[src/memMapPkg.sv]
`default_nettype none

package memMapPkg;

	localparam int addrWidth  = 8;
	localparam int memDepth   = 256;
	localparam int watchAddr  = 127;
	localparam int progLength = 55;

	// Variable x lives at 80h and the pass counter at 81h
	// Constants start right after the HLT
	localparam logic [7:0] resetImage [progLength] = '{
		8'h50,        // 00 IN
		8'h11, 8'h80, // 01 STA x
		8'h21, 8'h30, // 03 SUB 80h
		8'h42, 8'h08, // 05 JC 08 skips the first OUT on a borrow
		8'h51,        // 07 OUT
		8'h10, 8'h80, // 08 LDA x
		8'h22, 8'h31, // 0A AND 03h
		8'h20, 8'h32, // 0C ADD 01h gives 1 to 4 passes
		8'h11, 8'h81, // 0E STA cnt
		8'h10, 8'h80, // 10 LDA x
		8'h20, 8'h33, // 12 ADD 37h
		8'h22, 8'h34, // 14 AND F5h
		8'h23, 8'h35, // 16 OR 08h
		8'h24, 8'h36, // 18 XOR 5Ah
		8'h11, 8'h80, // 1A STA x
		8'h51,        // 1C OUT
		8'h10, 8'h81, // 1D LDA cnt
		8'h21, 8'h32, // 1F SUB 01h
		8'h11, 8'h81, // 21 STA cnt
		8'h41, 8'h27, // 23 JZ 27
		8'h40, 8'h10, // 25 JMP 10
		8'h10, 8'h80, // 27 LDA x
		8'h11, 8'h7F, // 29 STA to the watch byte
		8'h51,        // 2B OUT
		8'h30, 8'h3C, // 2C LDI 3Ch
		8'h51,        // 2E OUT
		8'hFF,        // 2F HLT
		8'h80, 8'h03, 8'h01, 8'h37,
		8'hF5, 8'h08, 8'h5A
	};

endpackage

`default_nettype wire

[src/isaPkg.sv]
`default_nettype none

package isaPkg;

	localparam int dataWidth = 8;

	typedef enum logic [7:0] {
		NOP = 8'h00,
		LDA = 8'h10, // Accumulator from memory
		STA = 8'h11,
		ADD = 8'h20,
		SUB = 8'h21, // Carry holds the borrow
		AND = 8'h22,
		OR  = 8'h23,
		XOR = 8'h24,
		LDI = 8'h30,
		JMP = 8'h40,
		JZ  = 8'h41,
		JC  = 8'h42,
		IN  = 8'h50,
		OUT = 8'h51,
		HLT = 8'hFF
	} opcodeT;

	// Flag register bit positions
	localparam int flagZero  = 0;
	localparam int flagCarry = 1;
	localparam int flagCount = 2;

	// Two-byte instructions sit in rows 1 to 4
	function automatic logic hasOperand(opcodeT op);
		return op[7:4] inside {[4'h1:4'h4]};
	endfunction

	function automatic logic isLegal(opcodeT op);
		case (op)
			NOP, LDA, STA, ADD, SUB, AND, OR, XOR, LDI, JMP, JZ, JC, IN, OUT, HLT: return 1'b1;
			default: return 1'b0;
		endcase
	endfunction

endpackage

`default_nettype wire
[src/dataPath.sv]
`timescale 1ns/1ps
`default_nettype none

module dataPath (
	input  logic                            clk,
	input  logic                            nRst,
	input  logic                            irLoad,
	input  logic                            operandLoad,
	input  logic                            accLoad,
	input  logic                            addrSelOperand,
	input  logic [memMapPkg::addrWidth-1:0] pc,
	input  logic [isaPkg::dataWidth-1:0]    memReadData,
	input  logic [isaPkg::dataWidth-1:0]    inData,
	output isaPkg::opcodeT                  opcode,
	output logic [isaPkg::dataWidth-1:0]    operand,
	output logic                            zero,
	output logic                            carry,
	output logic [memMapPkg::addrWidth-1:0] memAddress,
	output logic [isaPkg::dataWidth-1:0]    memWriteData,
	output logic [isaPkg::dataWidth-1:0]    accumulator
);
	import isaPkg::*;

	opcodeT               ir;
	logic [dataWidth-1:0] acc;
	logic [dataWidth-1:0] accNext;
	logic                 carryNext;
	logic [flagCount-1:0] flags;
	logic [dataWidth:0]   sum;
	logic [dataWidth:0]   diff;

	always_ff @(posedge clk) begin
		if (irLoad) begin
			ir <= opcodeT'(memReadData);
		end
		if (operandLoad) begin
			operand <= memReadData;
		end
	end

	// Fetch bypass so the FSM sees the new opcode in the same cycle
	assign opcode     = irLoad ? opcodeT'(memReadData) : ir;
	assign memAddress = addrSelOperand ? operand : pc;

	assign sum  = {1'b0, acc} + {1'b0, memReadData};
	assign diff = {1'b0, acc} - {1'b0, memReadData}; // MSB is the borrow

	always_comb begin
		accNext   = acc;
		carryNext = flags[flagCarry]; // Loads keep the old carry
		case (ir)
			LDA: accNext = memReadData;
			LDI: accNext = operand;
			IN:  accNext = inData;
			ADD: begin
				accNext   = sum[dataWidth-1:0];
				carryNext = sum[dataWidth];
			end
			SUB: begin
				accNext   = diff[dataWidth-1:0];
				carryNext = diff[dataWidth];
			end
			AND: begin
				accNext   = acc & memReadData;
				carryNext = 1'b0;
			end
			OR: begin
				accNext   = acc | memReadData;
				carryNext = 1'b0;
			end
			XOR: begin
				accNext   = acc ^ memReadData;
				carryNext = 1'b0;
			end
			default: begin
			end
		endcase
	end

	always_ff @(posedge clk or negedge nRst) begin
		if (!nRst) begin
			acc   <= '0;
			flags <= '0;
		end else if (accLoad) begin
			acc              <= accNext;
			flags[flagZero]  <= (accNext == '0);
			flags[flagCarry] <= carryNext;
		end
	end

	assign zero         = flags[flagZero];
	assign carry        = flags[flagCarry];
	assign memWriteData = acc;
	assign accumulator  = acc;

endmodule

`default_nettype wire

[config.mk]
export PLATFORM = sky130hd
export DESIGN_NAME = dataPath
export DESIGN_NICKNAME = d
export VERILOG_FILES = /design/src/memMapPkg.sv /design/src/isaPkg.sv /design/src/dataPath.sv
export SDC_FILE = /design/constraint.sdc
export NUM_CORES = 1
export LEC_CHECK = 0
export ABC_AREA = 1
export BUFFER_PORTS_ARGS = -buffer_cell sky130_fd_sc_hd__buf_2
export CAP_MARGIN = 15
export CORE_ASPECT_RATIO = 1.25
export CORE_MARGIN = 5
export CORE_UTILIZATION = 26
export CTS_CLUSTER_DIAMETER = 60
export DETAILED_ROUTE_END_ITERATION = 7
export MAX_ROUTING_LAYER = met4
export PLACE_DENSITY = 0.5
export SLEW_MARGIN = 10
export SYNTH_ARGS = -nofsm -noshare
export SYNTH_HDL_FRONTEND = slang
export SYNTH_SLANG_ARGS = --single-unit
[constraint.sdc]
create_clock -name clk -period 1.8 [get_ports clk]
set_input_delay 0.09 -clock clk [delete_from_list [all_inputs] [get_ports clk]]
set_output_delay 0.09 -clock clk [all_outputs]
set_load 0.01 [all_outputs]
==> results of run 1 <==
## placed cells by master, fill, tap and decap left out, types with 2 or more instances in the layout
| master | netlist | final |
|---|---|---|
| sky130_fd_sc_hd__dfxtp_1 | 8 | 7 |
| sky130_fd_sc_hd__buf_4 | 8 | 83 |
| sky130_fd_sc_hd__nor2_4 | 2 | 5 |
| sky130_fd_sc_hd__dfrtp_1 | 10 | 6 |
| sky130_fd_sc_hd__nand3_2 | 0 | 6 |
| sky130_fd_sc_hd__o21ai_0 | 33 | 24 |
| sky130_fd_sc_hd__a21oi_1 | 11 | 5 |
| sky130_fd_sc_hd__nand4_1 | 5 | 5 |
| sky130_fd_sc_hd__nor3_1 | 4 | 4 |
| sky130_fd_sc_hd__ha_2 | 0 | 3 |
| sky130_fd_sc_hd__inv_2 | 2 | 7 |
| sky130_fd_sc_hd__a21oi_2 | 0 | 6 |
| sky130_fd_sc_hd__o21ai_1 | 3 | 9 |
| sky130_fd_sc_hd__ha_4 | 0 | 7 |
| sky130_fd_sc_hd__nand2_2 | 2 | 13 |
| sky130_fd_sc_hd__nand3_1 | 66 | 57 |
| sky130_fd_sc_hd__dfrtp_2 | 0 | 4 |
| sky130_fd_sc_hd__buf_2 | 4 | 71 |
| sky130_fd_sc_hd__nor2_1 | 43 | 31 |
| sky130_fd_sc_hd__nand3_4 | 0 | 3 |
| sky130_fd_sc_hd__nand2_1 | 86 | 74 |
| sky130_fd_sc_hd__fa_2 | 0 | 2 |
| sky130_fd_sc_hd__inv_1 | 44 | 39 |
| sky130_fd_sc_hd__nand3b_1 | 3 | 3 |
| sky130_fd_sc_hd__mux2_2 | 8 | 8 |
| sky130_fd_sc_hd__clkbuf_16 | 0 | 3 |
| sky130_fd_sc_hd__buf_6 | 2 | 3 |
| sky130_fd_sc_hd__ha_1 | 24 | 14 |
| sky130_fd_sc_hd__o21ai_2 | 0 | 3 |
| sky130_fd_sc_hd__edfxtp_1 | 8 | 8 |
| sky130_fd_sc_hd__nor2_2 | 4 | 13 |
## logic make-up (layout without fill, tap and decap cells)
kind of cell	Yosys count	after routing	synth area share (%)
simple gates	217	217	37.03
flops	26	26	24.98
xor+xnor	2	2	0.6726
buf+inv	63	209	11.00
compound gates	50	50	9.798
fa+ha+maj	26	26	13.06
mux	8	8	3.458
## synth_stat cells, types with 2 or more instances
cell                        n
sky130_fd_sc_hd__a21oi_1   11
sky130_fd_sc_hd__buf_2      4
sky130_fd_sc_hd__buf_4      8
sky130_fd_sc_hd__buf_6      2
sky130_fd_sc_hd__clkbuf_1   3
sky130_fd_sc_hd__dfrtp_1   10
sky130_fd_sc_hd__dfxtp_1    8
sky130_fd_sc_hd__edfxtp_1   8
sky130_fd_sc_hd__fa_1       2
sky130_fd_sc_hd__ha_1      24
sky130_fd_sc_hd__inv_1     44
sky130_fd_sc_hd__inv_2      2
sky130_fd_sc_hd__mux2_2     8
sky130_fd_sc_hd__nand2_1   86
sky130_fd_sc_hd__nand2_2    2
sky130_fd_sc_hd__nand3_1   66
sky130_fd_sc_hd__nand3b_1   3
sky130_fd_sc_hd__nand4_1    5
sky130_fd_sc_hd__nor2_1    43
sky130_fd_sc_hd__nor2_2     4
sky130_fd_sc_hd__nor2_4     2
sky130_fd_sc_hd__nor3_1     4
sky130_fd_sc_hd__o21ai_0   33
sky130_fd_sc_hd__o21ai_1    3
## stage by stage
stage / worst slack, ps / total power [W]
floorplan: -49.36 / 0.001848
global placement: -246.8 / 0.002701
detailed placement: -241.8 / 0.002698
CTS: -214.5 / 0.003424
global route: -360.0 / 0.003885
finish: -239.5 / 0.003614
## worst max-delay path by stage
stage,end,slack (ps),depth (start not counted)
final,flags[0],-240,14
after global routing,flags[0],-360,14
after CTS,flags[0],-210,13
after detailed placement,flags[0],-240,14
after global placement,flags[0],-250,13
after floorplan,flags[0],-50,14
## power by group through the flow
stage	clock [W]	combinational, W	sequential [W]
2_1_floorplan	0	0.000977	0.000870
3_3_place_gp	0	0.00191	0.000794
3_5_place_dp	0	0.00190	0.000795
4_1_cts	0.000548	0.00209	0.000787
5_1_grt	0.000573	0.00251	0.000803
6_report	0.000533	0.00229	0.000789
## worst register-to-register path: stages, from the launching register on
cell and delay (ps):
sky130_fd_sc_hd__dfrtp_2 400, sky130_fd_sc_hd__inv_2 60, sky130_fd_sc_hd__ha_4 160, sky130_fd_sc_hd__fa_2 370, sky130_fd_sc_hd__buf_4 150, sky130_fd_sc_hd__xor2_1 130
sky130_fd_sc_hd__nand2_1 60, sky130_fd_sc_hd__o21ai_1 60, sky130_fd_sc_hd__nor2_1 110, sky130_fd_sc_hd__nand3_1 130, sky130_fd_sc_hd__nor2_1 110, sky130_fd_sc_hd__nand2_1 50
sky130_fd_sc_hd__nor2_1 80, sky130_fd_sc_hd__nand2_1 60, sky130_fd_sc_hd__nand2_1 50
## what timing repair did
action | 4_1_cts | 5_1_grt
endpoints found under the setup margin | 9 | 10
setup buffers | 3 | 8
hold buffers | 1 | 0
pin swaps | 15 | 18
hold endpoints to repair | 10 | 0
resized for setup | 34 | 46
## flip-flops by register name, indices dropped and copies added (netlist names)
signal / count
accumulator: 8
flags: 2
ir: 8
operand: 8
## routing by layer
layer | share of wire (%) | GRT usage, % | vias to the layer above
met5 | 0 | - | -
met3 | 4.0 | 1.718 | 13
met4 | 2.0 | 5.636 | 0
li1 | - | - | 1577
met1 | 41 | 19.84 | 1446
met2 | 53 | 31.18 | 74
## final cells by class
cell class | count | area, sq um
fillers | 1027 | 5645
clock inverters | 1 | 3.754
repair buffers | 159 | 1042
inverters | 46 | 172.7
well taps | 126 | 157.7
clock buffers | 3 | 75.07
multi-input cells | 303 | 1956
flip-flops and latches | 26 | 656.9
==> key figures, run 1 <==
Global routing
  – First-pass GRT wire length: 15.99 mm
  – Maximum number of pins on one net before global-route repair: 17
  – Initial antenna violation count: 0
  – Overall Global Routing Usage: 17.23%
  – Via count of the first global-routing pass: 3119
  – Residual overflow from global routing: 0

Floorplanning
  – Count of boundary I/O pins: 72
  – Horizontal die dimension: 99.53 um
  – Initial Util: 26.83%
  – Die H: 121.9 um
  – Core region area: approximately 9700 sq um
  – Row count: 40
  – Die area: 12130 sq um

Critical path
  – Crit path required time: 2020 ps
  – Ordered list of cells on the worst path: inv_2 > ha_4 > fa_2 > buf_4 > xor2_1 > nand2_1 > o21ai_1 > nor2_1 > nand3_1 > nor2_1 > nand2_1 > nor2_1 > nand2_1 > nand2_1
  – Critical path capture point type: register
  – FF-to-FF End: flags[0]
  – Worst-path cell with the longest stage delay: sky130_fd_sc_hd__dfrtp_2
  – Start point of the critical path: accumulator[0]
  – Worst setup slack for register-to-register paths: -240 ps
  – Worst reg2reg startpoint: accumulator[0]
  – Startpoint class of the critical path: register
  – CP dominant cell by count: sky130_fd_sc_hd__nand2_1
  – Register-to-Register Path Depth: 14
  – Crit-path leading delay family: simple AND/OR/NAND/NOR gates
  – Crit-path max FO: 3
  – Buf+Inv Stages, Crit Path: 2
  – Worst Setup Path Type: reg2reg
  – Worst path max stage delay: roughly 400 ps
  – Worst EP arrival: 2260 ps

Layout
  – Number of nets at the end of the flow: 595
  – Finished Core Util: a little over two fifths
  – Count of antenna diodes in the layout: 0
  – Layout cells sized above 1: approximately 45%
  – Non-filler cells in the finished layout: 664
  – Area added between synthesis and finish: 56.00%
  – Final instance area: around 4100 sq um

Timing
  – Measured slew at the worst slew-check pin: 363.4 ps
  – Number of failing setup endpoints in the final timing report: 6
  – Final hold violation count: 0
  – Worst Hold Margin: 90.63 ps
  – Unrepaired setup endpoints after global routing: true
  – Sum of negative setup slack: -726.9 ps
  – Final worst-path setup slack: -239.5 ps
  – Highest clock rate: 490.3 MHz
  – Fin Clk Skew: ~7.3 ps
  – Post-layout minimum cycle time: 2040 ps
  – Tcrit/Tclk final: 113.3%
  – Tightest slew margin relative to the limit: 75.69%
  – Final Max Slew Viols: 0

Synth
  – Number of nets produced by synthesis: 448
  – Top cells by area in the synthesized netlist: sky130_fd_sc_hd__nand3_1, sky130_fd_sc_hd__nand2_1, sky130_fd_sc_hd__ha_1
  – Syn Inst Count: about 390
  – Synthesized area per cell: 6.645 sq um
  – Area share of the leading cell type in the synthesized netlist: 12.68%
  – Share of flip-flops with an asynchronous set or reset after synthesis: 38.46%
  – Most frequently used flop master after synthesis: sky130_fd_sc_hd__dfrtp_1
  – Cell type with the largest total area after synthesis: sky130_fd_sc_hd__nand3_1
  – Post-synth design cell area: roughly 2600 sq um
  – EDFF count, synth: 8
  – #FFs+latches synth: 26
  – Cell variety after synth: 31
  – Post-synthesis sequential area ratio: 24.98%
  – Yosys warnings: 0

Worst hold path
  – Hold crit path type: in2reg
  – Instance count along the most critical hold path: 1
  – Hold EP: operand[7]
  – Startpoint of the most critical hold path: memReadData[7]

Clock network
  – Max Root-Sink Buffers: 2
  – Cts bufs inserted: 3
  – Latest clock arrival within the worst-skew pair: 270 ps
  – Clock slew at the register clock pins of the worst setup and hold paths: 70 ps
  – Number of sinks on the clock net: 26
  – TritonCTS clock tree: done
  – CTS root buffer: sky130_fd_sc_hd__clkbuf_16
  – H-tree depth: 1

Detailed routing
  – Drc violations: 0
  – Starting DRC count in detailed routing: 165
  – Total wire length after detailed routing: approximately 10 mm
  – Vias per cell: 4.684
  – Detailed Routing Iterations Pass 1: 4
  – Number of nets with antenna violations after detailed routing: 0
  – Average wire per cell in the routed design: 15.32 um
  – Count of vias placed by the detailed router: 3110

Power and ir drop
  – Power dissipated by switching net loads: 0.001529 W
  – Int Power: 0.002085 W
  – Sequential power share: approximately 22%
  – Clk network pwr share: 14.8%
  – Power density over cell area: 889.3 nW/um^2
  – Combinational share of power: 63.4%
  – Leakage power total: 2.042 nW
  – Peak supply drop: 309.6 uV
  – Net switching fraction of the power: 42.31%

Status
  – Failing checks: setup timing
  – Status: finished with violations

Job
  – Max-cap violation count: 0

Placed design
  – Post-placement cell count: between 600 and 700
  – Number of port buffers: 71
  – Final weighted congestion in routability-driven placement: 0.9125
  – Post-detailed-placement cell area: 3607 sq um
  – DP Wirelength: between 8 and 9 mm
(Power assumes the default switching activity.)
==> run 2: changes to the inputs <==
--- a/config.mk
+++ b/config.mk
@@ -5,7 +5,6 @@
 export SDC_FILE = /design/constraint.sdc
 export NUM_CORES = 1
 export LEC_CHECK = 0
-export ABC_AREA = 1
 export BUFFER_PORTS_ARGS = -buffer_cell sky130_fd_sc_hd__buf_2
 export CAP_MARGIN = 15
 export CORE_ASPECT_RATIO = 1.25
==> key figures, run 2 <==
Timing
  – Tightest slew margin relative to the limit: 75.67% (was 75.69%)
  – Number of failing setup endpoints in the final timing report: 10 (was 6)
  – Final worst-path setup slack: -595.9 ps (was -239.5 ps)
  – Final hold violation count: 0 (unchanged)
  – Highest clock rate: 417.4 MHz (was 490.3 MHz)
  – Unrepaired setup endpoints after global routing: true (unchanged)
  – Tcrit/Tclk final: 133.1% (was 113.3%)
  – Post-layout minimum cycle time: 2396 ps (was 2040 ps)
  – Final Max Slew Viols: 0 (unchanged)
  – Fin Clk Skew: 10.46 ps (was 7.280 ps)
  – Measured slew at the worst slew-check pin: 363.5 ps (was 363.4 ps)
  – Sum of negative setup slack: -3910 ps (was -726.9 ps)
  – Worst Hold Margin: 59.75 ps (was 90.63 ps)

Power and ir drop
  – Sequential power share: 20.0% (was 21.8%)
  – Combinational share of power: 66.1% (was 63.4%)
  – Power dissipated by switching net loads: 0.001621 W (was 0.001529 W)
  – Net switching fraction of the power: 39.23% (was 42.31%)
  – Power density over cell area: 971.4 nW/um^2 (was 889.3 nW/um^2)
  – Leakage power total: 1.981 nW (was 2.042 nW)
  – Peak supply drop: 328.2 uV (was 309.6 uV)
  – Clk network pwr share: 13.9% (was 14.8%)
  – Total power: 0.004131 W (was 0.003614 W)
  – Int Power: 0.002510 W (was 0.002085 W)

Clock network
  – Max Root-Sink Buffers: 2 (unchanged)
  – Latest clock arrival within the worst-skew pair: 270 ps (about the same)
  – Cts bufs inserted: 3 (unchanged)
  – H-tree depth: 1 (unchanged)
  – TritonCTS clock tree: done (unchanged)
  – Clock slew at the register clock pins of the worst setup and hold paths: 80 ps (was 70 ps)
  – CTS root buffer: sky130_fd_sc_hd__clkbuf_16 (unchanged)
  – Number of sinks on the clock net: 26 (unchanged)

Worst hold path
  – Hold EP: operand[7] (unchanged)
  – Startpoint of the most critical hold path: memReadData[7] (unchanged)
  – Instance count along the most critical hold path: 1 (unchanged)
  – Hold crit path type: in2reg (unchanged)

Detailed routing
  – Number of nets with antenna violations after detailed routing: 0 (unchanged)
  – Count of vias placed by the detailed router: 2737 (was 3110)
  – Vias per cell: 4.793 (was 4.684)
  – Drc violations: 0 (unchanged)
  – Detailed Routing Iterations Pass 1: 5 (was 4)
  – Starting DRC count in detailed routing: 123 (was 165)
  – Total wire length after detailed routing: 9.501 mm (was 10.17 mm)
  – Average wire per cell in the routed design: 16.64 um (was 15.32 um)

Synth
  – Synthesized-area fraction occupied by xor and xnor cells: 1.344% (was 0.6724%)
  – Simple-Gate Fraction of Synth Area: 15.94% (was 37.03%)
  – Compound-cell area share of the yosys netlist: 23.28% (was 9.798%)
  – Dominant combinational cell family by area after synthesis: compound AO/OA/AOI/OAI gates (was simple AND/OR/NAND/NOR gates)
  – Syn Inst Count: 282 (was 392)
  – Yosys warnings: 0 (unchanged)
  – Top cells by count, synth: sky130_fd_sc_hd__inv_1, sky130_fd_sc_hd__ha_1, sky130_fd_sc_hd__o21ai_0, sky130_fd_sc_hd__mux2_2, sky130_fd_sc_hd__nand2_1 (was sky130_fd_sc_hd__nand2_1, sky130_fd_sc_hd__nand3_1, sky130_fd_sc_hd__inv_1, sky130_fd_sc_hd__nor2_1, sky130_fd_sc_hd__o21ai_0)
  – Share of flip-flops with an asynchronous set or reset after synthesis: 38.46% (unchanged)
  – Cell type with the largest total area after synthesis: sky130_fd_sc_hd__ha_1 (was sky130_fd_sc_hd__nand3_1)
  – Cell variety after synth: 64 (was 31)
  – Proportion of synthesized area in mux cells: 11.57% (was 3.458%)
  – Adder-cell area share of the yosys netlist: 13.06% (about the same)
  – Area share of the leading cell type in the synthesized netlist: 11.52% (was 12.68%)
  – Post-synth design cell area: 2606 sq um (was 2605 sq um)
  – #FFs+latches synth: 26 (unchanged)
  – Post-synthesis sequential area ratio: 24.96% (was 24.98%)
  – Synthesized area per cell: 9.242 sq um (was 6.645 sq um)
  – Most frequently used flop master after synthesis: sky130_fd_sc_hd__dfrtp_1 (unchanged)
  – Top cells by area in the synthesized netlist: sky130_fd_sc_hd__ha_1, sky130_fd_sc_hd__dfrtp_1, sky130_fd_sc_hd__edfxtp_1 (was sky130_fd_sc_hd__nand3_1, sky130_fd_sc_hd__nand2_1, sky130_fd_sc_hd__ha_1)
  – Number of nets produced by synthesis: 338 (was 448)
  – EDFF count, synth: 8 (unchanged)
  – Most frequent cell after synthesis: sky130_fd_sc_hd__inv_1 (was sky130_fd_sc_hd__nand2_1)

Critical path
  – Worst EP arrival: 2570 ps (was 2260 ps)
  – Worst path max stage delay: 410 ps (was 400 ps)
  – Worst-path cell with the longest stage delay: sky130_fd_sc_hd__dfrtp_1 (was sky130_fd_sc_hd__dfrtp_2)
  – Startpoint class of the critical path: register (unchanged)
  – Worst Setup Path Type: reg2reg (unchanged)
  – FF-to-FF End: flags[0] (unchanged)
  – Start point of the critical path: accumulator[0] (unchanged)
  – Register-to-Register Path Depth: 10 (was 14)
  – Worst setup slack for register-to-register paths: -600 ps (was -240 ps)
  – Crit path required time: 1980 ps (was 2020 ps)
  – Worst reg2reg startpoint: accumulator[0] (unchanged)
  – Crit-path max FO: 3 (unchanged)
  – Critical path capture point type: register (unchanged)
  – Ordered list of cells on the worst path: inv_2 > ha_4 > fa_2 > o21ba_2 > o21ai_4 > a22oi_2 > xnor2_2 > a221oi_4 > nand3_2 > o41ai_2 (was inv_2 > ha_4 > fa_2 > buf_4 > xor2_1 > nand2_1 > o21ai_1 > nor2_1 > nand3_1 > nor2_1 > nand2_1 > nor2_1 > nand2_1 > nand2_1)

Floorplanning
  – Initial Util: 26.84% (was 26.83%)
  – Count of boundary I/O pins: 72 (unchanged)
  – Core region area: 9709 sq um (unchanged)
  – Die H: 121.9 um (about the same)
  – Horizontal die dimension: 99.55 um (was 99.53 um)
  – Die area: 12140 sq um (was 12130 sq um)
  – Row count: 40 (unchanged)

Layout
  – Count of antenna diodes in the layout: 0 (unchanged)
  – Combined area of the multi-input logic cells: 2016 sq um (was 1956 sq um)
  – Number of nets at the end of the flow: 502 (was 595)
  – Register cell area after layout: 660.6 sq um (was 656.9 sq um)
  – Area added between synthesis and finish: 63.18% (was 56.00%)
  – Layout cells sized above 1: 61.35% (was 45.35%)
  – Filler cell count in the final layout: 948 (was 1027)
  – Most frequent standard cell in the layout excluding fill and tap cells: sky130_fd_sc_hd__buf_4 (unchanged)
  – Most frequent cells in the layout: sky130_fd_sc_hd__buf_4, sky130_fd_sc_hd__buf_2, sky130_fd_sc_hd__inv_1 (was sky130_fd_sc_hd__buf_4, sky130_fd_sc_hd__nand2_1, sky130_fd_sc_hd__buf_2, sky130_fd_sc_hd__nand3_1, sky130_fd_sc_hd__inv_1)
  – Non-filler cells in the finished layout: 571 (was 664)

Global routing
  – First-pass GRT wire length: 14.75 mm (was 15.99 mm)
  – Initial antenna violation count: 0 (unchanged)
  – Residual overflow from global routing: 0 (unchanged)
  – Maximum number of pins on one net before global-route repair: 15 (was 17)
  – Overall Global Routing Usage: 15.89% (was 17.23%)
  – Via count of the first global-routing pass: 2843 (was 3119)

Status
  – Failing checks: setup timing (unchanged)
  – Status: finished with violations (unchanged)

Job
  – Max-cap violation count: 0 (unchanged)

Placed design
  – DP Wirelength: 7.721 mm (was 8.452 mm)
  – Post-placement cell count: 554 (was 649)
  – Final weighted congestion in routability-driven placement: 0.9467 (was 0.9125)
  – Number of port buffers: 71 (unchanged)
[run 2: cell types whose count changed after synthesis, sizes merged, moves of 5 or more]
cell    before  now
mux2         8   17
nand2       88   16
a211oi       0    6
o21ai       36   20
nand3       66    2
nor2        49   14
inv         46   26
mux2i        0   11
and3         0    5
buf         14   21
[run 2: kinds of logic after synthesis]
| family | count (synthesis) |
|---|---|
| mux | 28 |
| buf+inv | 50 |
| xor+xnor | 4 |
| fa+ha+maj | 26 |
| flops | 26 |
| compound gates | 81 |
| simple gates | 67 |
[run 2: area by class of cell]
| type | instances | area share, % |
|---|---|---|
| timing repair buffer | 183 | 28.98 |
| inverter | 26 | 2.295 |
| tap | 126 | 3.707 |
| sequential | 26 | 15.53 |
| clock buffer | 4 | 2.089 |
| multi-input combinational | 206 | 47.40 |
[run 2: worst max path at each step]
stage / end / slack (ps) / cells past startpoint
after CTS: flags[0] / -570 / 11
after global placement: flags[0] / -630 / 9
after global routing: flags[0] / -690 / 10
after detailed placement: flags[0] / -680 / 9
final: flags[0] / -600 / 10
after floorplan: flags[0] / -460 / 9
[run 2: worst max-delay path, delay by kind of cell, from the launching register on]
kind / cells / cell delay (ps)
adder cells (fa/ha/maj): 2 / 520
AND/OR/NAND/NOR: 1 / 130
AO/OA/AOI/OAI: 5 / 1020
buffers and inverters: 1 / 70
flip-flops: 1 / 410
XOR/XNOR: 1 / 170
[run 2: metrics by stage]
stage	setup WS, ps	instance area [sq um]	utilization, %
global route	-691.0	4253	43.80
detailed placement	-676.8	3785	38.98
global placement	-627.4	3785	38.98
floorplan	-460.8	2706	-
CTS	-572.0	4151	42.76
finish	-595.9	4253	43.80
[run 2: routing by layer]
| metal | vias to the layer above | GRT usage, % | wire length [um] |
|---|---|---|---|
| met3 | 10 | 1.375 | 410 |
| met1 | 1306 | 18.50 | 3980 |
| met2 | 74 | 28.74 | 4888 |
| met4 | 0 | 5.038 | 221 |
| met5 | - | - | 0 |
| li1 | 1347 | - | - |
[run 2: power by group through the flow]
| stage | registers, W | logic [W] | clock network [W] |
|---|---|---|---|
| global route | 0.000848 | 0.00298 | 0.000618 |
| detailed placement | 0.000838 | 0.00231 | 0 |
| floorplan | 0.000897 | 0.00129 | 0 |
| global placement | 0.000836 | 0.00228 | 0 |
| CTS | 0.000828 | 0.00260 | 0.000601 |
| finish | 0.000826 | 0.00273 | 0.000573 |
[run 2: repair_timing]
item | in CTS | in global routing
buffers inserted | 11 | 5
hold buffers | 1 | 0
hold endpoints to repair | 10 | 0
gates resized for setup | 40 | 16
pin swaps | 12 | 22
setup endpoints to repair | 10 | 10
==> run 3: changes to the inputs <==
--- a/config.mk
+++ b/config.mk
@@ -14,6 +14,7 @@
 export DETAILED_ROUTE_END_ITERATION = 7
 export MAX_ROUTING_LAYER = met4
 export PLACE_DENSITY = 0.5
+export SKIP_LAST_GASP = 1
 export SLEW_MARGIN = 10
 export SYNTH_ARGS = -nofsm -noshare
 export SYNTH_HDL_FRONTEND = slang
==> key figures, run 3 (synthesized netlist as in run 2, its figures left out) <==
Floorplanning
  – Core region area: 9709 sq um (unchanged)
  – Count of boundary I/O pins: 72 (unchanged)
  – Die H: 121.9 um (unchanged)
  – Horizontal die dimension: 99.55 um (unchanged)
  – Row count: 40 (unchanged)
  – Die area: 12140 sq um (unchanged)
  – Initial Util: 26.84% (unchanged)

Clock network
  – Cts bufs inserted: 3 (unchanged)
  – TritonCTS clock tree: done (unchanged)
  – Clock slew at the register clock pins of the worst setup and hold paths: 80 ps (about the same)
  – Number of sinks on the clock net: 26 (unchanged)
  – Max Root-Sink Buffers: 2 (unchanged)
  – CTS root buffer: sky130_fd_sc_hd__clkbuf_16 (unchanged)
  – H-tree depth: 1 (unchanged)
  – Latest clock arrival within the worst-skew pair: 270 ps (about the same)

Detailed routing
  – Starting DRC count in detailed routing: 131 (was 123)
  – Drc violations: 0 (unchanged)
  – Average wire per cell in the routed design: 16.36 um (was 16.64 um)
  – Total wire length after detailed routing: 9.342 mm (was 9.501 mm)
  – Vias per cell: 4.765 (was 4.793)
  – Count of vias placed by the detailed router: 2721 (was 2737)
  – Number of nets with antenna violations after detailed routing: 0 (unchanged)
  – Detailed Routing Iterations Pass 1: 4 (was 5)

Layout
  – Count of antenna diodes in the layout: 0 (unchanged)
  – Most frequent standard cell in the layout excluding fill and tap cells: sky130_fd_sc_hd__buf_4 (unchanged)
  – Finished Core Util: 43.97% (was 43.80%)
  – Number of nets at the end of the flow: 502 (unchanged)
  – Filler cell count in the final layout: 955 (was 948)
  – Area added between synthesis and finish: 63.80% (was 63.18%)
  – Layout cells sized above 1: 61.12% (was 61.35%)
  – Non-filler cells in the finished layout: 571 (unchanged)
  – Most frequent cells in the layout: sky130_fd_sc_hd__buf_4, sky130_fd_sc_hd__buf_2, sky130_fd_sc_hd__inv_1, sky130_fd_sc_hd__ha_1 (was sky130_fd_sc_hd__buf_4, sky130_fd_sc_hd__buf_2, sky130_fd_sc_hd__inv_1)

Status
  – Failing checks: setup timing (unchanged)
  – Status: finished with violations (unchanged)

Power and ir drop
  – Peak supply drop: 331.2 uV (was 328.2 uV)
  – Power density over cell area: 968.9 nW/um^2 (was 971.4 nW/um^2)
  – Total power: 0.004136 W (was 0.004131 W)
  – Leakage power total: 1.983 nW (was 1.981 nW)

Placed design
  – Post-placement cell count: 554 (unchanged)
  – Final weighted congestion in routability-driven placement: 0.9467 (unchanged)
  – Number of port buffers: 71 (unchanged)
  – DP Wirelength: 7.721 mm (unchanged)

Timing
  – Final hold violation count: 0 (unchanged)
  – Fin Clk Skew: 11.02 ps (was 10.46 ps)
  – Highest clock rate: 427.2 MHz (was 417.4 MHz)
  – Unrepaired setup endpoints after global routing: true (unchanged)
  – Tcrit/Tclk final: 130.0% (was 133.1%)
  – Number of failing setup endpoints in the final timing report: 10 (unchanged)
  – Worst Hold Margin: 56.53 ps (was 59.75 ps)
  – Final worst-path setup slack: -540.6 ps (was -595.9 ps)
  – Final Max Slew Viols: 0 (unchanged)
  – Post-layout minimum cycle time: 2341 ps (was 2396 ps)
  – Tightest slew margin relative to the limit: 75.59% (was 75.67%)
  – Measured slew at the worst slew-check pin: 364.7 ps (was 363.5 ps)

Critical path
  – Crit-path leading delay family: compound AO/OA/AOI/OAI gates (unchanged)
  – Critical path capture point type: register (unchanged)
  – Crit path required time: 1980 ps (about the same)
  – Worst reg2reg startpoint: accumulator[0] (unchanged)
  – Crit-path max FO: 3 (unchanged)
  – Worst Setup Path Type: reg2reg (unchanged)
  – Register-to-Register Path Depth: 10 (unchanged)
  – Ordered list of cells on the worst path: inv_2 > ha_4 > fa_2 > o21ba_2 > o21ai_4 > a22oi_2 > xnor2_2 > a221oi_4 > nand3_2 > o41ai_2 (unchanged)
  – Worst path max stage delay: 380 ps (was 410 ps)
  – Worst-path cell with the longest stage delay: sky130_fd_sc_hd__dfrtp_1 (unchanged)
  – Worst EP arrival: 2520 ps (was 2570 ps)
  – FF-to-FF End: flags[0] (unchanged)
  – Worst setup slack for register-to-register paths: -540 ps (was -600 ps)
  – Startpoint class of the critical path: register (unchanged)
  – Buf+Inv Stages, Crit Path: 1 (unchanged)

Global routing
  – Overall Global Routing Usage: 15.71% (was 15.89%)
  – Residual overflow from global routing: 0 (unchanged)
  – Via count of the first global-routing pass: 2805 (was 2843)
  – First-pass GRT wire length: 14.58 mm (was 14.75 mm)
  – Maximum number of pins on one net before global-route repair: 15 (unchanged)
  – Initial antenna violation count: 0 (unchanged)

Worst hold path
  – Hold crit path type: in2reg (unchanged)
  – Instance count along the most critical hold path: 1 (unchanged)
  – Hold EP: operand[7] (unchanged)
  – Startpoint of the most critical hold path: memReadData[7] (unchanged)

Job
  – Max-cap violation count: 0 (unchanged)
==> run 3: how the worst max path moves through the flow <==
stage | to | slack (ps) | startpoint | cells past startpoint
finish | flags[0] | -540 | accumulator[0] | 10
global placement | flags[0] | -630 | accumulator[0] | 9
floorplan | flags[0] | -460 | accumulator[0] | 9
global route | flags[0] | -680 | accumulator[0] | 11
detailed placement | flags[0] | -680 | accumulator[0] | 9
CTS | accumulator[5] | -590 | accumulator[2] | 10
==> run 3: timing repair <==
item | CTS | global route
hold buffers | 1 | 0
pin swaps | 12 | 20
resized for setup | 30 | 25
hold endpoints to repair | 10 | 0
endpoints found under the setup margin | 10 | 10
setup buffers | 11 | 4
==> run 3: area by class of cell <==
class	count	area (sq um)	area share, %
clock buffer	4	88.84	2.081
inverter	26	97.59	2.286
multi-input combinational	206	2041	47.80
sequential	26	659.4	15.45
tap	126	157.7	3.693
timing repair buffer	183	1225	28.69
==> run 3: worst reg2reg max path, stage by stage, from the launching register on <==
cell and delay (ps):
sky130_fd_sc_hd__dfrtp_1 380, sky130_fd_sc_hd__inv_2 60, sky130_fd_sc_hd__ha_4 160, sky130_fd_sc_hd__fa_2 350
sky130_fd_sc_hd__o21ba_2 220, sky130_fd_sc_hd__o21ai_4 170, sky130_fd_sc_hd__a22oi_2 120, sky130_fd_sc_hd__xnor2_2 160
sky130_fd_sc_hd__a221oi_4 290, sky130_fd_sc_hd__nand3_2 130, sky130_fd_sc_hd__o41ai_2 200
==> run 3: metal layers <==
metal  up-vias  GRT usage, %  share of wire [%]
met2        59         28.15                 51
met3         9         1.375                3.7
met1      1300         18.46                 43
met5         -             -                  0
met4         0         5.038                1.7
li1       1353             -                  -
==> run 3: report_power, final <==
group | internal [W] | total [W] | switching, W
Clock | 0.000342 | 0.000579 | 0.000237
Combinational | 0.00145 | 0.00273 | 0.00129
Sequential | 0.000724 | 0.000824 | 0.0000997
Total | 0.00251 | 0.00414 | 0.00162
==> run 3: through the flow <==
| stage | TNS, ps | setup WS (ps) | instance area [sq um] |
|---|---|---|---|
| after floorplan | -2524 | -460.8 | 2706 |
| after global placement | -4267 | -627.4 | 3785 |
| after detailed placement | -4432 | -676.8 | 3785 |
| after CTS | -3883 | -586.5 | 4106 |
| after global routing | -4487 | -683.8 | 4269 |
| final | -3421 | -540.6 | 4269 |
